--- src/hw/rt_geom_pkg.sv ---
////////////////////
// rt_geom_pkg
// Q8.8 fixed-point geometry types for the intersection math
////////////////////

package rt_geom_pkg;

  // signed Q8.8
  typedef logic signed [15:0] fixed_t;

  typedef struct packed {
    fixed_t x;
    fixed_t y;
    fixed_t z;
  } vec3_t;

  // world to unit-triangle space, m[3*row + col]
  typedef struct packed {
    fixed_t [0:8] m;
    vec3_t        tr;
  } tri_cacheline_t;

  typedef struct packed {
    vec3_t origin;
    vec3_t dir;
  } ray_vec_t;

  // barycentric coordinates of the hit point
  typedef struct packed {
    fixed_t u;
    fixed_t v;
  } bari_uv_t;

  // 1 multiply + 1 sum + 1 sign split + 16 divide steps + 1 bary/compare
  localparam int MATH_LATENCY = 20;

endpackage

--- src/hw/rt_pipe_pkg.sv ---
////////////////////
// rt_pipe_pkg
// records passed between cache, intersection, list and leaf arbiter
////////////////////

package rt_pipe_pkg;

  typedef struct packed {
    logic [7:0] ray_id;
    logic [3:0] ss_id;   // shader slot
  } ray_info_t;

  typedef logic [15:0] tri_id_t;

  // leaf-list counters
  typedef struct packed {
    logic [7:0] lnum_left;  // triangles still to test in this leaf
    logic [7:0] lindex;     // position in the leaf list
  } ln_tri_t;

  typedef struct packed {
    rt_geom_pkg::tri_cacheline_t tri_cacheline;
    rt_geom_pkg::ray_vec_t       ray_vec;
    ray_info_t                   ray_info;
    tri_id_t                     tri_id;
    ln_tri_t                     ln_tri;
  } icache_to_int_t;

  typedef struct packed {
    ray_info_t             ray_info;
    tri_id_t               tri_id;
    logic                  hit;
    logic                  is_last;
    rt_geom_pkg::fixed_t   t_int;
    rt_geom_pkg::bari_uv_t uv;
  } int_to_list_t;

  typedef struct packed {
    ray_info_t ray_info;
    ln_tri_t   ln_tri;
  } leaf_info_t;

  // travels in the delay line beside the math
  typedef struct packed {
    ray_info_t ray_info;
    tri_id_t   tri_id;
    ln_tri_t   ln_tri;
  } side_t;

endpackage

--- src/hw/pipe_valid_stall.sv ---
////////////////////
// pipe_valid_stall
// side-data delay line matched to the math, credit stall upstream
////////////////////
`timescale 1ns/10ps

module pipe_valid_stall #(
  parameter  int FIFO_DEPTH = 32,
  localparam int CNT_W      = $clog2(FIFO_DEPTH + 1)
) (
  input  logic               clk,
  input  logic               arst_n,
  input  logic               us_valid,
  input  rt_pipe_pkg::side_t us_data,
  output logic               us_stall,
  output logic               ds_valid,
  output rt_pipe_pkg::side_t ds_data,
  input  logic [CNT_W-1:0]   num_in_fifo   // fill of the fuller output FIFO
);

  localparam int LAT   = rt_geom_pkg::MATH_LATENCY;
  localparam int FLT_W = $clog2(LAT + 1);

  logic [LAT-1:0]     vld;
  rt_pipe_pkg::side_t sd [0:LAT-1];
  logic [FLT_W-1:0]   in_flight;
  logic [31:0]        credit;
  logic               accept;

  assign accept   = us_valid & ~us_stall;
  assign credit   = 32'(in_flight) + 32'(num_in_fifo);
  assign us_stall = credit >= 32'(FIFO_DEPTH);  // registered state only

  always_ff @(posedge clk or negedge arst_n) begin
    if (!arst_n) begin
      vld       <= '0;
      in_flight <= '0;
    end else begin
      vld       <= {vld[LAT-2:0], accept};
      in_flight <= in_flight + FLT_W'(accept) - FLT_W'(vld[LAT-1]);
    end
  end

  always_ff @(posedge clk) begin
    sd[0] <= us_data;
    for (int i = 1; i < LAT; i++) sd[i] <= sd[i-1];
  end

  assign ds_valid = vld[LAT-1];
  assign ds_data  = sd[LAT-1];

endmodule

--- config.mk ---
export PLATFORM = sky130hd
export DESIGN_NAME = pipe_valid_stall
export DESIGN_NICKNAME = d
export VERILOG_FILES = /design/src/hw/rt_geom_pkg.sv /design/src/hw/rt_pipe_pkg.sv /design/src/hw/pipe_valid_stall.sv
export SDC_FILE = /design/constraint.sdc
export NUM_CORES = 1
export LEC_CHECK = 0
export BUFFER_PORTS_ARGS = -buffer_cell sky130_fd_sc_hd__buf_2
export CAP_MARGIN = 20
export CORE_UTILIZATION = 51
export CTS_CLUSTER_SIZE = 24
export DETAILED_ROUTE_END_ITERATION = 12
export PLACE_DENSITY = 0.82
export RECOVER_POWER = 100
export REMOVE_ABC_BUFFERS = 1
export SYNTH_ARGS = -nofsm -noshare
export SYNTH_HDL_FRONTEND = slang
export SYNTH_SLANG_ARGS = --single-unit
--- constraint.sdc ---
create_clock -name clk -period 3.1 [get_ports clk]
set_input_delay 0.465 -clock clk [delete_from_list [all_inputs] [get_ports clk]]
set_output_delay 0.465 -clock clk [all_outputs]
set_load 0.01 [all_outputs]
==> impl_results.md <==
* GR Overflow Total at 0
* Clock Tree Root: clkbuf_16
* Largest area contributor in the netlist: dfxtp_1
* Total Die Area at 37810 um2
* Hold Crit Depth at 2
* Pin count of the biggest net entering global routing at 26
* Slowest cell delay on critical path at 400 ps
* WP data arrival at 3530 ps
* Residual DRC at 0
* Sequential-to-total area share from yosys stat at 96.57%
* CORE AREA at 36520 um2
* Mapped Cells at 987
* CTS Sinks at 905
* Area of the multi-input gates at 322.8 um2
* # fillers at 2631
* Worst skew pair latency at 570 ps
* Diode count at 0
* # rows at 70
* CTS max path bufs at 3
* Layout cells sized above 1 at 14.74%
* Unrepaired setup endpoints after global routing: yes
* Register-to-register setup slack at 60 ps
* Synthesis-stage register bit count at 905
* Critical setup path kind: reg2reg
* GP Congestion at 0.6327
* Drt via density at 3.627
* Min-Delay Path Class: in2reg
* R2R Path Start: in_flight[0]
* Peak supply drop at 458.2 uV
* Worst setup EP type: flip-flop
* Drt first-iter violations at 216
* Least-Margin Pin Slew at 1271 ps
* CTS clock-pin slew for the worst setup and hold paths at 70 ps
* Antenna violations before repair at 1
* Initial Util at 51.72%
* Crit Reg-Reg Endpoint: in_flight[4]
* WL/cell at 10.10 um
* Cell-internal power at 18310 uW
* Req. time, crit path at 3590 ps
* Sw frac at 18.73%
* Vias in the first global route at 6175
* GRT Overall Usage at 9.298%
* Area of placed instances at 19640 um2
* CP max-delay cell: dfrtp_1
* Total leakage power at 0.009669 uW
* Synthesized area at 18890 um2
* Cell count after placement at 1510
* Crit-path max FO at 3
* Storage element area at 18240 um2
* Avg Inst Size Synth at 19.14 um2
* NetSw at 4219 uW
* Final Hold Fails at 0
* Period minus WS final at 3042 ps
* Yosys Warn Count at 0
* Period utilization at 98.11%
* Die Wd at 194.5 um
* Clock power frac at 41.9%
* DRT Pass-1 Iters at 4
* Port Buffers at 98
* Logic pwr share at 2.5%
* Final instance area at 22690 um2
* Count of final setup violators at 0
* Clock H-tree levels at 3
* Worst-case reg-to-reg path depth at 13
* Max_cap viols at 0
* Hold EP: vld[0]
* Netlist cell types at 16
* Via count at 6151
* Remaining antenna violation count at 0
* Fin nets at 1236
* Cell Pwr Density at 993.0 nW/um2
* Sequential share of power at 55.6%
* Relative slew slack at 15.27%
* Hold_sp: us_valid
* Fmax at 328.8 MHz
* CP Launch Type: flip-flop
* Num ports at 99
* Max-slew violations at 0
* Area delta synth->final at 20.12%
* Run status: finished, final reports clean
* Global-route wire length before repair at 28040 um
* CTS tree: yes
* Die height at 194.5 um
* Dpl hpwl at 8271 um
* Synth top area share at 93.26%
* Synth top area cells: dfxtp_1 93%, dfrtp_1 3.3%, buf_4 1.7%
* DRT Wirelength at 17130 um
* Skew final at 12.05 ps
* Fin cells at 1696
* CP Cell Sequence: ha_2, fa_2, nor4b_2, nand2_1, mux2i_2, nand2_1, ha_1, inv_2, ha_4, fa_2, a21o_1, a21oi_2, xnor2_1
* CTS buffer count at 79
## how the worst max path moves through the flow
stage	startpoint	end	slack, ps	depth (start not counted)
2_1_floorplan	num_in_fifo[0]	in_flight[4]	70	13
3_3_place_gp	num_in_fifo[0]	in_flight[4]	-70	14
3_5_place_dp	num_in_fifo[0]	in_flight[4]	-330	14
4_1_cts	in_flight[0]	in_flight[4]	10	13
5_1_grt	in_flight[0]	in_flight[4]	-90	13
6_report	in_flight[0]	in_flight[4]	60	13
## synth_stat cells (all sizes together)
library cell and n:
ha 10, a21o 2, xor2 1, inv 6
nand3 3, nor2 2, nor4b 1, xnor2 3
dfxtp 880, a21oi 3, nand2 3, and2 1
mux2i 1, buf 44, fa 2, dfrtp 25
## cells in the final DEF (no fill, tap or decap), drive strengths merged
master       count
dfrtp           25
a21o             2
dfxtp          880
nor4b            1
and2             1
ha              10
nand2            3
nand3            3
clkbuf         165
xor2             1
nor2             2
bufinv           5
mux2i            1
dlygate4sd3     45
clkinv           9
fa               2
inv             11
buf             56
a21oi            3
xnor2            3
## state kept, by name, summed over array words and instances, names as in the netlist
signal / cells
in_flight: 5
sd: 880
vld: 20
## routing by layer
metal / global-route usage [%] / vias up / share of wire, %
li1: - / 3378 / -
met1: 10.31 / 2560 / 45
met2: 14.58 / 156 / 45
met3: 3.644 / 55 / 6.4
met4: 6.790 / 2 / 3.8
met5: 0 / - / 0.076
## final cells by class
class	count	share of cell area [%]
flip-flops and latches	905	80.40
clock buffers	119	10.41
repair buffers	147	4.025
well taps	468	2.581
multi-input cells	32	1.423
clock inverters	19	1.064
inverters	6	0.09926
## power by group through the flow
stage / combinational [uW] / sequential, uW / clock [uW]
final: 558 / 12500 / 9450
after global routing: 606 / 12600 / 10300
after CTS: 537 / 12500 / 9740
after detailed placement: 447 / 12800 / 0
after global placement: 378 / 12700 / 0
after floorplan: 256 / 12700 / 0
## kinds of logic (layout without fill, tap and decap cells)
group,after synthesis,after routing,share of synthesized area [%]
adder cells (fa/ha/maj),12,12,0.8743
multiplexers,1,1,0.05299
AO/OA/AOI/OAI,5,5,0.1589
buffers and inverters,50,291,1.868
flip-flops,905,905,96.57
XOR/XNOR,4,4,0.1855
AND/OR/NAND/NOR,10,10,0.2914
## what timing repair did
item,4_1_cts,5_1_grt
hold endpoints to repair,69,0
buffers inserted,2,1
resized for setup,5,3
hold buffers,45,0
pin swaps,5,9
setup endpoints to repair,1,2
## critical path, delay by kind of cell (launching register included)
| family | cells | cell delay [ps] |
|---|---|---|
| muxes | 1 | 220 |
| buffers and inverters | 1 | 40 |
| and+or+nand+nor | 3 | 490 |
| adders and majority gates | 5 | 1330 |
| DFF | 1 | 400 |
| AOI/OAI and AO/OA | 2 | 330 |
| xor gates and xnor gates | 1 | 140 |
## per-stage QoR
| stage | TNS, ps | hold WS (ps) | total power [uW] | util (%) | setup WS (ps) |
|---|---|---|---|---|---|
| 3_3_place_gp | -69.20 | 309.7 | 13120 | 53.79 | -69.20 |
| 5_1_grt | -117.4 | 101.9 | 23470 | 62.13 | -93.19 |
| 6_report | 0 | 132.7 | 22530 | 62.13 | 58.45 |
| 4_1_cts | 0 | 97.74 | 22810 | 62.23 | 14.41 |
| 2_1_floorplan | 0 | 169.4 | 12980 | - | 71.12 |
| 3_5_place_dp | -452.9 | 312.1 | 13230 | 53.79 | -329.3 |
(Power assumes the default switching activity.)
