===== src/hw/sync_fifo.sv =====
////////////////////
// sync_fifo
// single-clock first-word-fall-through FIFO with fill count
////////////////////
`timescale 1ns/10ps

module sync_fifo #(
  parameter  int WIDTH = 8,
  parameter  int DEPTH = 32,
  localparam int PTR_W = (DEPTH > 1) ? $clog2(DEPTH) : 1,
  localparam int CNT_W = $clog2(DEPTH + 1)
) (
  input  logic             clk,
  input  logic             arst_n,
  input  logic             wr_en,
  input  logic [WIDTH-1:0] wr_data,
  input  logic             rd_en,
  output logic [WIDTH-1:0] rd_data,
  output logic             empty,
  output logic             full,
  output logic [CNT_W-1:0] used
);

  logic [WIDTH-1:0] mem [0:DEPTH-1];
  logic [PTR_W-1:0] wr_ptr, rd_ptr;
  logic             wr_ok, rd_ok;

  function automatic logic [PTR_W-1:0] ptr_inc(input logic [PTR_W-1:0] p);
    return (p == PTR_W'(DEPTH - 1)) ? '0 : p + 1'b1;
  endfunction

  assign wr_ok   = wr_en & ~full;
  assign rd_ok   = rd_en & ~empty;
  assign empty   = (used == '0);
  assign full    = (used == CNT_W'(DEPTH));
  assign rd_data = mem[rd_ptr];   // head is always on the output

  always_ff @(posedge clk) begin
    if (wr_ok) mem[wr_ptr] <= wr_data;
  end

  always_ff @(posedge clk or negedge arst_n) begin
    if (!arst_n) begin
      wr_ptr <= '0;
      rd_ptr <= '0;
      used   <= '0;
    end else begin
      if (wr_ok) wr_ptr <= ptr_inc(wr_ptr);
      if (rd_ok) rd_ptr <= ptr_inc(rd_ptr);
      used <= used + CNT_W'(wr_ok) - CNT_W'(rd_ok);
    end
  end

endmodule


===== config.mk =====
export PLATFORM = sky130hd
export DESIGN_NAME = sync_fifo
export DESIGN_NICKNAME = d
export VERILOG_FILES = /design/src/hw/sync_fifo.sv
export SDC_FILE = /design/constraint.sdc
export NUM_CORES = 1
export LEC_CHECK = 0
export BUFFER_PORTS_ARGS = -buffer_cell sky130_fd_sc_hd__buf_4
export CORE_MARGIN = 4
export CORE_UTILIZATION = 30
export DETAILED_ROUTE_END_ITERATION = 8
export GPL_TIMING_DRIVEN = 0
export SETUP_SLACK_MARGIN = 0.2
export SLEW_MARGIN = 10
export SYNTH_ARGS = -nofsm -noshare
export SYNTH_HDL_FRONTEND = slang
export SYNTH_SLANG_ARGS = --single-unit

===== constraint.sdc =====
create_clock -name clk -period 5.7 [get_ports clk]
set_input_delay 0.285 -clock clk [delete_from_list [all_inputs] [get_ports clk]]
set_output_delay 0.285 -clock clk [all_outputs]
set_load 0.05 [all_outputs]

==> results.sh, run 1 <==
export IMPL_vias=5466
export IMPL_yosys_area_share_simple_pct=3.985
export IMPL_met1_length_um=10870
export IMPL_wl_met2_um=10960
export IMPL_synth_xor_area_share_pct=0.2405
export IMPL_setup_viol=0
export IMPL_stdcell_area_um2=12610
export IMPL_grt_usage_pct=11.99
export IMPL_die_x_um=198.8
export IMPL_cts_root_buf="clkbuf_16"
export IMPL_overflow=0
export IMPL_synth_top_area_share_pct=70.36
export IMPL_tritoncts="yes"
export IMPL_diodes=0
export IMPL_wl_met3_um=1419
export IMPL_start_util_pct=30.57
export IMPL_cts_sink_count=272
export IMPL_core_area_um2=35740
export IMPL_yosys_top_cells_count="256 x edfxtp_1, 46 x mux4_2, 41 x nor2_1"
export IMPL_synth_avg_cell_area_um2=19.13
export IMPL_port_buffers=27
export IMPL_power_density_nw_per_um2=486.9
export IMPL_fin_nets=658
export IMPL_cp_slowest_stage_delay_ns=0.84
export IMPL_h_tree_depth=1
export IMPL_synth_edf_count=256
export IMPL_routed_wl_um=23780
export IMPL_crit_arrival_ns=4.17
export IMPL_worst_ep_required_time_ns=6.10
export IMPL_yosysMostFrequentCell="edfxtp_1"
export IMPL_drive_gt1_share_pct=20.58
export IMPL_firstDrtPassIters=5
export IMPL_ir_worst_vdd_mv=0.3367
export IMPL_instances_no_fill=1112
export IMPL_ys_flop_type="edfxtp_1"
export IMPL_die_h_um=198.8
export IMPL_finalMaxSlewViolations=0
export IMPL_period_share_pct=66.01
export IMPL_worstSetupPathType="reg2reg"
export IMPL_fillers=3376
export IMPL_drtIter0Drc=556
export IMPL_tightest_slew_ns=0.9798
export IMPL_grt_max_degree=33
export IMPL_clockBufferDepth=3
export IMPL_slowest_stage="nor4bb_1"
export IMPL_grt_pass1_vias=5705
export IMPL_cts_hold_buffers=1
export IMPL_setup_tns_ns=0
export IMPL_worstSetupStartpointType="flip-flop"
export IMPL_fin_crit_ns=3.763
export IMPL_wl_per_cell_um=21.38
export IMPL_synth_distinct_cells=45
export IMPL_rsz0062_at_grt="no"
export IMPL_postSynth_asyncResetShare_pct=5.882
export IMPL_dieArea_um2=39540
export IMPL_cts_setup_buffers=0
export IMPL_drv_cap=0
export IMPL_synth_top_family_by_area="multiplexers"
export IMPL_antenna_found_initial=0
export IMPL_syn2layout_area_growth_pct=15.45
export IMPL_clock_skew_final_ns=0.007870
export IMPL_status="finished, final reports clean"
export IMPL_synthCells=571
export IMPL_synthAdderAreaFrac_pct=2.016
export IMPL_p_leak_uw=0.004155
export IMPL_postCtsResizedCells=0
export IMPL_finalHoldViolations=0
export IMPL_route_detailed_drc=0
export IMPL_clkTransAtPathRegs_ns=0.06
export IMPL_yosys_area_top_type="edfxtp_1"
export IMPL_syn_nets=600
export IMPL_end_kind="flip-flop"
export IMPL_maxUsedRoutingLayer="met4"
export IMPL_slew_headroom_pct=33.79
export IMPL_synthTopCellsByArea="edfxtp_1 70%, mux4_2 9.5%, dfrtp_1 3.7%, mux2i_1 2.7%, ha_1 1.8%"
export IMPL_rows=69
export IMPL_path_max_fanout=9
export IMPL_clk_latency_ns=0.53
export IMPL_synth_mux_area_fraction_pct=12.95
export IMPL_synth_compound_area_share_pct=4.810
export IMPL_rrSetupSlack_ns=1.94
export IMPL_gp_congestion=0.7600
export IMPL_syn_area_um2=10930
export IMPL_cts_buffers=28
export IMPL_grt_pass1_wl_um=35880
export IMPL_ant_nets=0
export IMPL_cp_cell_sequence="inv_1 > ha_1 > nor4bb_1 > nand2b_1 > clkbuf_1 > inv_1 > ha_1 > inv_1 > ha_1 > a21o_1 > a21oi_1 > nor4b_1 > a2111oi_0"
export IMPL_fmax_ghz=0.2658
export IMPL_io_pins=28
export IMPL_ys_seq_area_share_pct=74.03
export IMPL_dp_cells=1059
export IMPL_yosysWarnings=0
export IMPL_viasPerCell=4.915
export IMPL_dpl_cell_area_um2=11710
export IMPL_min_path_type="in2async"
export IMPL_dp_hpwl_um=15320
export IMPL_ys_ff_latch=272
## sequential cells by signal (all words and copies together) (netlist names)
name	cells
rd_ptr	5
used	6
wr_ptr	5
mem	256
## metrics by stage
| step | hold WS [ns] | util [%] | power, uW | setup WS (ns) |
|---|---|---|---|---|
| floorplan | -0.01059 | - | 3795 | 1.264 |
| global placement | 0.1655 | 32.75 | 4413 | 2.077 |
| detailed placement | 0.1665 | 32.75 | 4441 | 2.039 |
| CTS | 0.1343 | 35.29 | 6210 | 1.902 |
| global route | 0.1577 | 35.29 | 6435 | 1.648 |
| finish | 0.1487 | 35.29 | 6142 | 1.937 |
## area by class of cell
class                      instances  area (um^2)  area share (%)
buffer                            29        170.2           1.349
inverter                          12        45.04          0.3571
clock inverter                    10        93.84          0.7440
timing repair buffer              28        212.7           1.686
tap                              461        576.8           4.573
multi-input combinational        258         2623           20.79
clock buffer                      42        804.5           6.378
sequential                       272         8088           64.12
## power breakdown
group	leakage, uW	internal, uW	switching [uW]
clock	0.000439	1060	717
sequential	0.00249	2330	68.8
combinational	0.00122	720	1250
total	0.00415	4110	2030
## metal layers
metal	global-route usage, %	vias up
met4	2.761	0
met2	18.90	169
met3	2.219	47
met5	0	-
met1	17.41	2806
li1	-	2444
## placed cells by master, fill, tap and decap left out, types with 7 or more instances in the layout
cell type and n:
a21oi_1 21, a22o_1 7, a22oi_1 8, buf_4 31
clkbuf_1 24, clkbuf_16 29, dfrtp_1 16, edfxtp_1 256
ha_1 16, inv_1 11, mux2i_1 30, mux4_2 46
nand2_1 17, nor2_1 41, o221ai_1 8, o22ai_1 7
## critical path, delay by kind of cell (launching register included)
kind                       cells  cell delay, ns
buffers and inverters          4            0.59
AOI/OAI and AO/OA              3            0.84
adders and majority gates      3            0.65
and+or+nand+nor                3            1.14
DFF                            1            0.40
## cell families (layout without fill, tap and decap cells)
group | count (synthesis) | in the layout
DFF | 272 | 272
and+or+nand+nor | 88 | 88
muxes | 79 | 79
AOI/OAI and AO/OA | 71 | 71
buffers and inverters | 41 | 121
adders and majority gates | 17 | 17
xor gates and xnor gates | 3 | 3
## path summary, 6_finish.rpt
path                       startpoint  cells after the start         to
max                           used[2]                     13    used[5]
min                            arst_n                      2    used[4]
max reg2reg                   used[2]                     13    used[5]
max in group asynchronous      arst_n                      2  wr_ptr[4]
min in group clk           wr_data[6]                      1  mem[9][6]
min reg2reg                   used[0]                      1    used[0]
No activity file was read; power rests on OpenSTA's default activity.
==> run 2, diff against run 1 <==
Clock period 5.7 ns to 3.2 ns, I/O delays scaled along.
==> run 2 against run 1 <==
Total power grew 82%; flip-flop and latch count did not move; combinational power increased by 99%; sequential share of layout area down 1.4 points; register-to-register slack worse by 1.6 ns; highest routed layer is now met5; clock power is 65% higher; via count is 1.3% higher; utilization increased by 0.80 points; non-clock buffer count grew 6; setup slack worse by 1.7 ns.
==> results.sh, run 2 (same netlist as run 1, synthesis figures left out) <==
export IMPL_status="finished, final reports clean"
export IMPL_port_buffers=27
export IMPL_clk_latency_ns=0.55
export IMPL_ant_nets=0
export IMPL_drtIter0Drc=485
export IMPL_cts_root_buf="clkbuf_16"
export IMPL_h_tree_depth=1
export IMPL_ir_worst_vdd_mv=0.6077
export IMPL_wl_per_cell_um=21.54
export IMPL_grt_pass1_wl_um=36050
export IMPL_fin_nets=664
export IMPL_fmax_ghz=0.3416
export IMPL_vias=5538
export IMPL_end_kind="output pin"
export IMPL_core_area_um2=35740
export IMPL_firstDrtPassIters=5
export IMPL_final_common_cell="edfxtp_1"
export IMPL_rsz0062_at_grt="yes"
export IMPL_fin_crit_ns=2.927
export IMPL_viasPerCell=4.958
export IMPL_worstSetupPathType="reg2out"
export IMPL_dieArea_um2=39540
export IMPL_cp_slowest_stage_delay_ns=0.52
export IMPL_worst_ep_required_time_ns=3.04
export IMPL_grt_pass1_vias=5657
export IMPL_diodes=0
export IMPL_clock_skew_final_ns=0.02818
export IMPL_antenna_found_initial=1
export IMPL_finalHoldViolations=0
export IMPL_cp_cell_sequence="buf_12 > clkbuf_16 > mux4_2 > a22o_1 > a2111oi_4 > a21oi_1 > buf_4"
export IMPL_clkTransAtPathRegs_ns=0.06
export IMPL_slew_headroom_pct=32.92
export IMPL_grt_max_degree=33
export IMPL_setup_tns_ns=0
export IMPL_grt_usage_pct=12.08
export IMPL_die_x_um=198.8
export IMPL_crit_family="compound AO/OA/AOI/OAI gates"
export IMPL_tritoncts="yes"
export IMPL_layout_common_cells="256 x edfxtp_1, 46 x mux4_2, 40 x nor2_1"
export IMPL_slowest_stage="mux4_2"
export IMPL_largest_reg_flops=256
export IMPL_critical_path_buf_inv_count=3
export IMPL_min_path_type="in2async"
export IMPL_clockBufferDepth=3
export IMPL_r2r_start="used[3]"
export IMPL_cts_buffers=28
export IMPL_start_util_pct=30.57
export IMPL_die_h_um=198.8
export IMPL_crit_arrival_ns=2.77
export IMPL_p_leak_uw=0.004222
export IMPL_setup_viol=0
export IMPL_route_detailed_drc=0
export IMPL_worstSetupStartpointType="flip-flop"
export IMPL_pre_cts_ws_ns=0.02137
export IMPL_whs_ns=0.02112
export IMPL_drive_gt1_share_pct=27.44
export IMPL_fin_total_pwr_uw=11160
export IMPL_routed_wl_um=24060
export IMPL_dp_hpwl_um=15280
export IMPL_io_pins=28
export IMPL_tightest_slew_ns=1.003
export IMPL_drv_cap=0
export IMPL_reg2regPathDepth=13
export IMPL_syn2layout_area_growth_pct=18.06
export IMPL_gp_congestion=0.7429
export IMPL_largestRegisters="mem: 256 flops, used: 6 flops"
export IMPL_path_max_fanout=11
export IMPL_period_share_pct=91.47
export IMPL_rr_endpoint="used[5]"
export IMPL_cts_sink_count=272
export IMPL_power_density_nw_per_um2=865.1
export IMPL_finalMaxSlewViolations=0
export IMPL_rows=69
export IMPL_rrSetupSlack_ns=0.38
export IMPL_setup_ws_ns=0.2730
export IMPL_overflow=0
export IMPL_largest_register="mem"
run 2: power by group:
part           switching [uW]  total (uW)  internal, uW
Sequential                147        4310          4160
Combinational            2390        3920          1530
Clock                    1320        2930          1610
Total                    3860       11200          7300
run 2: how the worst max path moves through the flow:
stage | from | to | slack [ns] | cells after the start
after floorplan | used[4] | used[5] | 0.11 | 13
after global placement | rd_ptr[0] | rd_data[7] | 0.05 | 8
after detailed placement | rd_ptr[0] | rd_data[7] | 0.02 | 8
after CTS | rd_ptr[2] | rd_data[7] | 0.14 | 7
after global routing | rd_ptr[2] | rd_data[5] | 0.15 | 8
final | rd_ptr[0] | rd_data[4] | 0.27 | 7
run 2: final cells by class:
class	count	area, um^2
well taps	461	576.8
fillers	3352	22840
clock inverters	17	93.84
inverters	12	50.05
flip-flops and latches	272	8094
multi-input cells	258	2854
repair buffers	34	279.0
clock buffers	34	723.2
plain buffers	29	227.7
run 2: metrics by stage:
stage               utilization, %  cell area [um^2]  cells
finish                       36.09             12900   1117
global route                 36.09             12900   1117
CTS                          35.80             12800   1111
detailed placement           33.09             11830   1059
global placement             33.09             11830   1059
floorplan                        -             11050    571
run 2: layer usage:
layer / wire (um) / global-route usage [%]
met1: 11120 / 17.81
met2: 11050 / 18.79
met3: 1468 / 2.490
met4: 402 / 2.305
met5: 20 / 0
run 2: what timing repair did:
item | 4_1_cts | 5_1_grt
setup buffers | 0 | 5
resized for setup | 28 | 13
hold buffers | 1 | 0
hold endpoints to repair | 16 | 0
setup endpoints to repair | 8 | 9
pin swaps | 3 | 4
cloned | 0 | 1
==> run 3, diff against run 2 <==
==> constraint.sdc (replaced) <==
create_clock -name clk -period 3.2 [get_ports clk]
set_input_delay 0.64 -clock clk [delete_from_list [all_inputs] [get_ports clk]]
set_output_delay 0.64 -clock clk [all_outputs]
set_load 0.05 [all_outputs]
==> run 3 against run 2 <==
The run now ends with negative setup slack left; routed wire length rose by 0.72%; clock power is essentially flat; first-iteration DRC count fell by 11%; combinational power increased by 8.2%; final cell count up 0.18%; clock-buffer cell count is the same; maximum frequency down 13%; hold slack gained 0.48 ns; critical endpoint is now rd_data[2].
==> results.sh, run 3 (same netlist as run 1, synthesis figures left out) <==
export IMPL_crit_arrival_ns=2.73
export IMPL_dp_hpwl_um=15280
export IMPL_viasPerCell=4.912
export IMPL_stdcell_area_um2=13110
export IMPL_grt_usage_pct=12.24
export IMPL_grt_pass1_vias=5718
export IMPL_wl_per_cell_um=21.66
export IMPL_slowest_stage="mux4_2"
export IMPL_clkTransAtPathRegs_ns=0.06
export IMPL_clk_latency_ns=0.55
export IMPL_largestRegisters="mem: 256 flops, used: 6 flops"
export IMPL_io_pins=28
export IMPL_reg2regPathDepth=13
export IMPL_rows=69
export IMPL_drtIter0Drc=434
export IMPL_end_kind="output pin"
export IMPL_violations="negative setup slack"
export IMPL_die_x_um=198.8
export IMPL_die_h_um=198.8
export IMPL_finalHoldViolations=0
export IMPL_start_util_pct=30.57
export IMPL_power_density_nw_per_um2=875.7
export IMPL_worst_ep_required_time_ns=2.56
export IMPL_h_tree_depth=1
export IMPL_register_area_um2=8094
export IMPL_clock_skew_final_ns=0.03062
export IMPL_cts_buffers=28
export IMPL_vias=5497
export IMPL_cts_sink_count=272
export IMPL_grt_max_degree=33
export IMPL_core_area_um2=35740
export IMPL_antenna_found_initial=1
export IMPL_tightest_slew_ns=1.013
export IMPL_routed_wl_um=24240
export IMPL_largest_register="mem"
export IMPL_fin_crit_ns=3.366
export IMPL_worstSetupPathType="reg2out"
export IMPL_instances_no_fill=1119
export IMPL_grt_pass1_wl_um=36500
export IMPL_cp_slowest_stage_delay_ns=0.51
export IMPL_overflow=0
export IMPL_setup_viol=7
export IMPL_fmax_ghz=0.2971
export IMPL_drive_gt1_share_pct=30.09
export IMPL_rrSetupSlack_ns=0.38
export IMPL_rsz0062_at_grt="yes"
export IMPL_dpl_cell_area_um2=11830
export IMPL_slew_headroom_pct=32.24
export IMPL_tritoncts="yes"
export IMPL_ir_worst_vdd_mv=0.6066
export IMPL_drv_cap=0
export IMPL_cts_root_buf="clkbuf_16"
export IMPL_worstSetupStartpointType="flip-flop"
export IMPL_layout_common_cells="256 x edfxtp_1, 48 x mux4_2, 40 x nor2_1"
export IMPL_period_share_pct=105.2
export IMPL_fin_nets=666
export IMPL_multi_input_area_um2=2945
export IMPL_r2r_start="used[3]"
export IMPL_route_detailed_drc=0
export IMPL_largest_reg_flops=256
export IMPL_finalMaxSlewViolations=0
export IMPL_p_leak_uw=0.004289
export IMPL_final_common_cell="edfxtp_1"
export IMPL_firstDrtPassIters=4
export IMPL_setup_ws_ns=-0.1662
export IMPL_diodes=0
export IMPL_port_buffers=27
export IMPL_rr_endpoint="used[5]"
export IMPL_syn2layout_area_growth_pct=19.98
export IMPL_dieArea_um2=39540
export IMPL_ant_nets=0
export IMPL_fillers=3332
export IMPL_gp_congestion=0.7429
export IMPL_path_max_fanout=5
export IMPL_dp_cells=1059
export IMPL_min_path_type="in2async"
export IMPL_timing_critical_path_mode_cell="buf_6"
export IMPL_status="finished with violations"
export IMPL_cp_cell_sequence="buf_8 > buf_6 > buf_6 > mux4_2 > a22o_4 > a2111oi_4 > a21oi_2 > buf_6"
export IMPL_whs_ns=0.4987
export IMPL_clockBufferDepth=3
run 3: cell types whose count changed in the layout (fill, tap and decap cells not counted), moves of 3 or more:
| cell | before | now |
|---|---|---|
| a21oi_2 | 2 | 11 |
| a21oi_1 | 19 | 10 |
| clkbuf_4 | 4 | 8 |
| a22o_4 | 0 | 5 |
| buf_8 | 0 | 3 |
| a22o_1 | 7 | 2 |
| buf_6 | 6 | 15 |
| buf_4 | 34 | 26 |
| clkbuf_2 | 7 | 1 |
run 3: worst max path at each step:
stage	slack, ns	to	startpoint	cells past startpoint
2_1_floorplan	0.11	used[5]	used[4]	13
3_3_place_gp	-0.43	rd_data[7]	rd_ptr[0]	8
4_1_cts	-0.20	rd_data[2]	rd_ptr[0]	8
3_5_place_dp	-0.46	rd_data[7]	rd_ptr[0]	8
6_report	-0.17	rd_data[2]	rd_ptr[0]	8
5_1_grt	-0.24	rd_data[2]	rd_ptr[0]	8
run 3: metrics by stage:
| stage | utilization [%] | power [uW] | setup TNS, ns | setup WS [ns] |
|---|---|---|---|---|
| after floorplan | - | 6875 | 0 | 0.1088 |
| after global placement | 33.09 | 8001 | -1.079 | -0.4323 |
| after detailed placement | 33.09 | 8035 | -1.114 | -0.4586 |
| after CTS | 36.52 | 11510 | -1.231 | -0.2014 |
| after global routing | 36.68 | 12020 | -1.355 | -0.2402 |
| final | 36.68 | 11480 | -0.8232 | -0.1662 |
run 3: layer usage:
layer	share of wire, %	global-route usage, %
met3	6.6	2.676
met1	45	17.84
met4	1.7	2.305
met5	0.083	0
met2	46	19.18
run 3: where the power goes:
part | leakage, uW | internal (uW) | total [uW] | switching [uW]
logic | 0.00140 | 1750 | 4240 | 2490
clock network | 0.000399 | 1610 | 2920 | 1320
registers | 0.00249 | 4160 | 4310 | 154
run 3: layout make-up:
class / count / area share (%)
Clock inverter: 17 / 0.7159
Multi-Input combinational cell: 258 / 22.47
Buffer: 29 / 2.224
Clock buffer: 34 / 5.517
Inverter: 12 / 0.3818
Tap cell: 461 / 4.400
Sequential cell: 272 / 61.74
Timing Repair Buffer: 36 / 2.548
run 3: critical path, delay by kind of cell (launching register included):
kind | cells | cell delay (ns)
buffers and inverters | 4 | 0.57
DFF | 1 | 0.40
AOI/OAI and AO/OA | 3 | 0.68
muxes | 1 | 0.51
run 3: repair_timing:
item                                    in CTS  in global routing
pin swaps                                   16                  5
setup buffers                                5                  2
gates resized for setup                     79                 12
hold buffers                                 1                  0
hold endpoints to repair                    16                  0
endpoints found under the setup margin       8                  9
gates cloned                                 1                  0
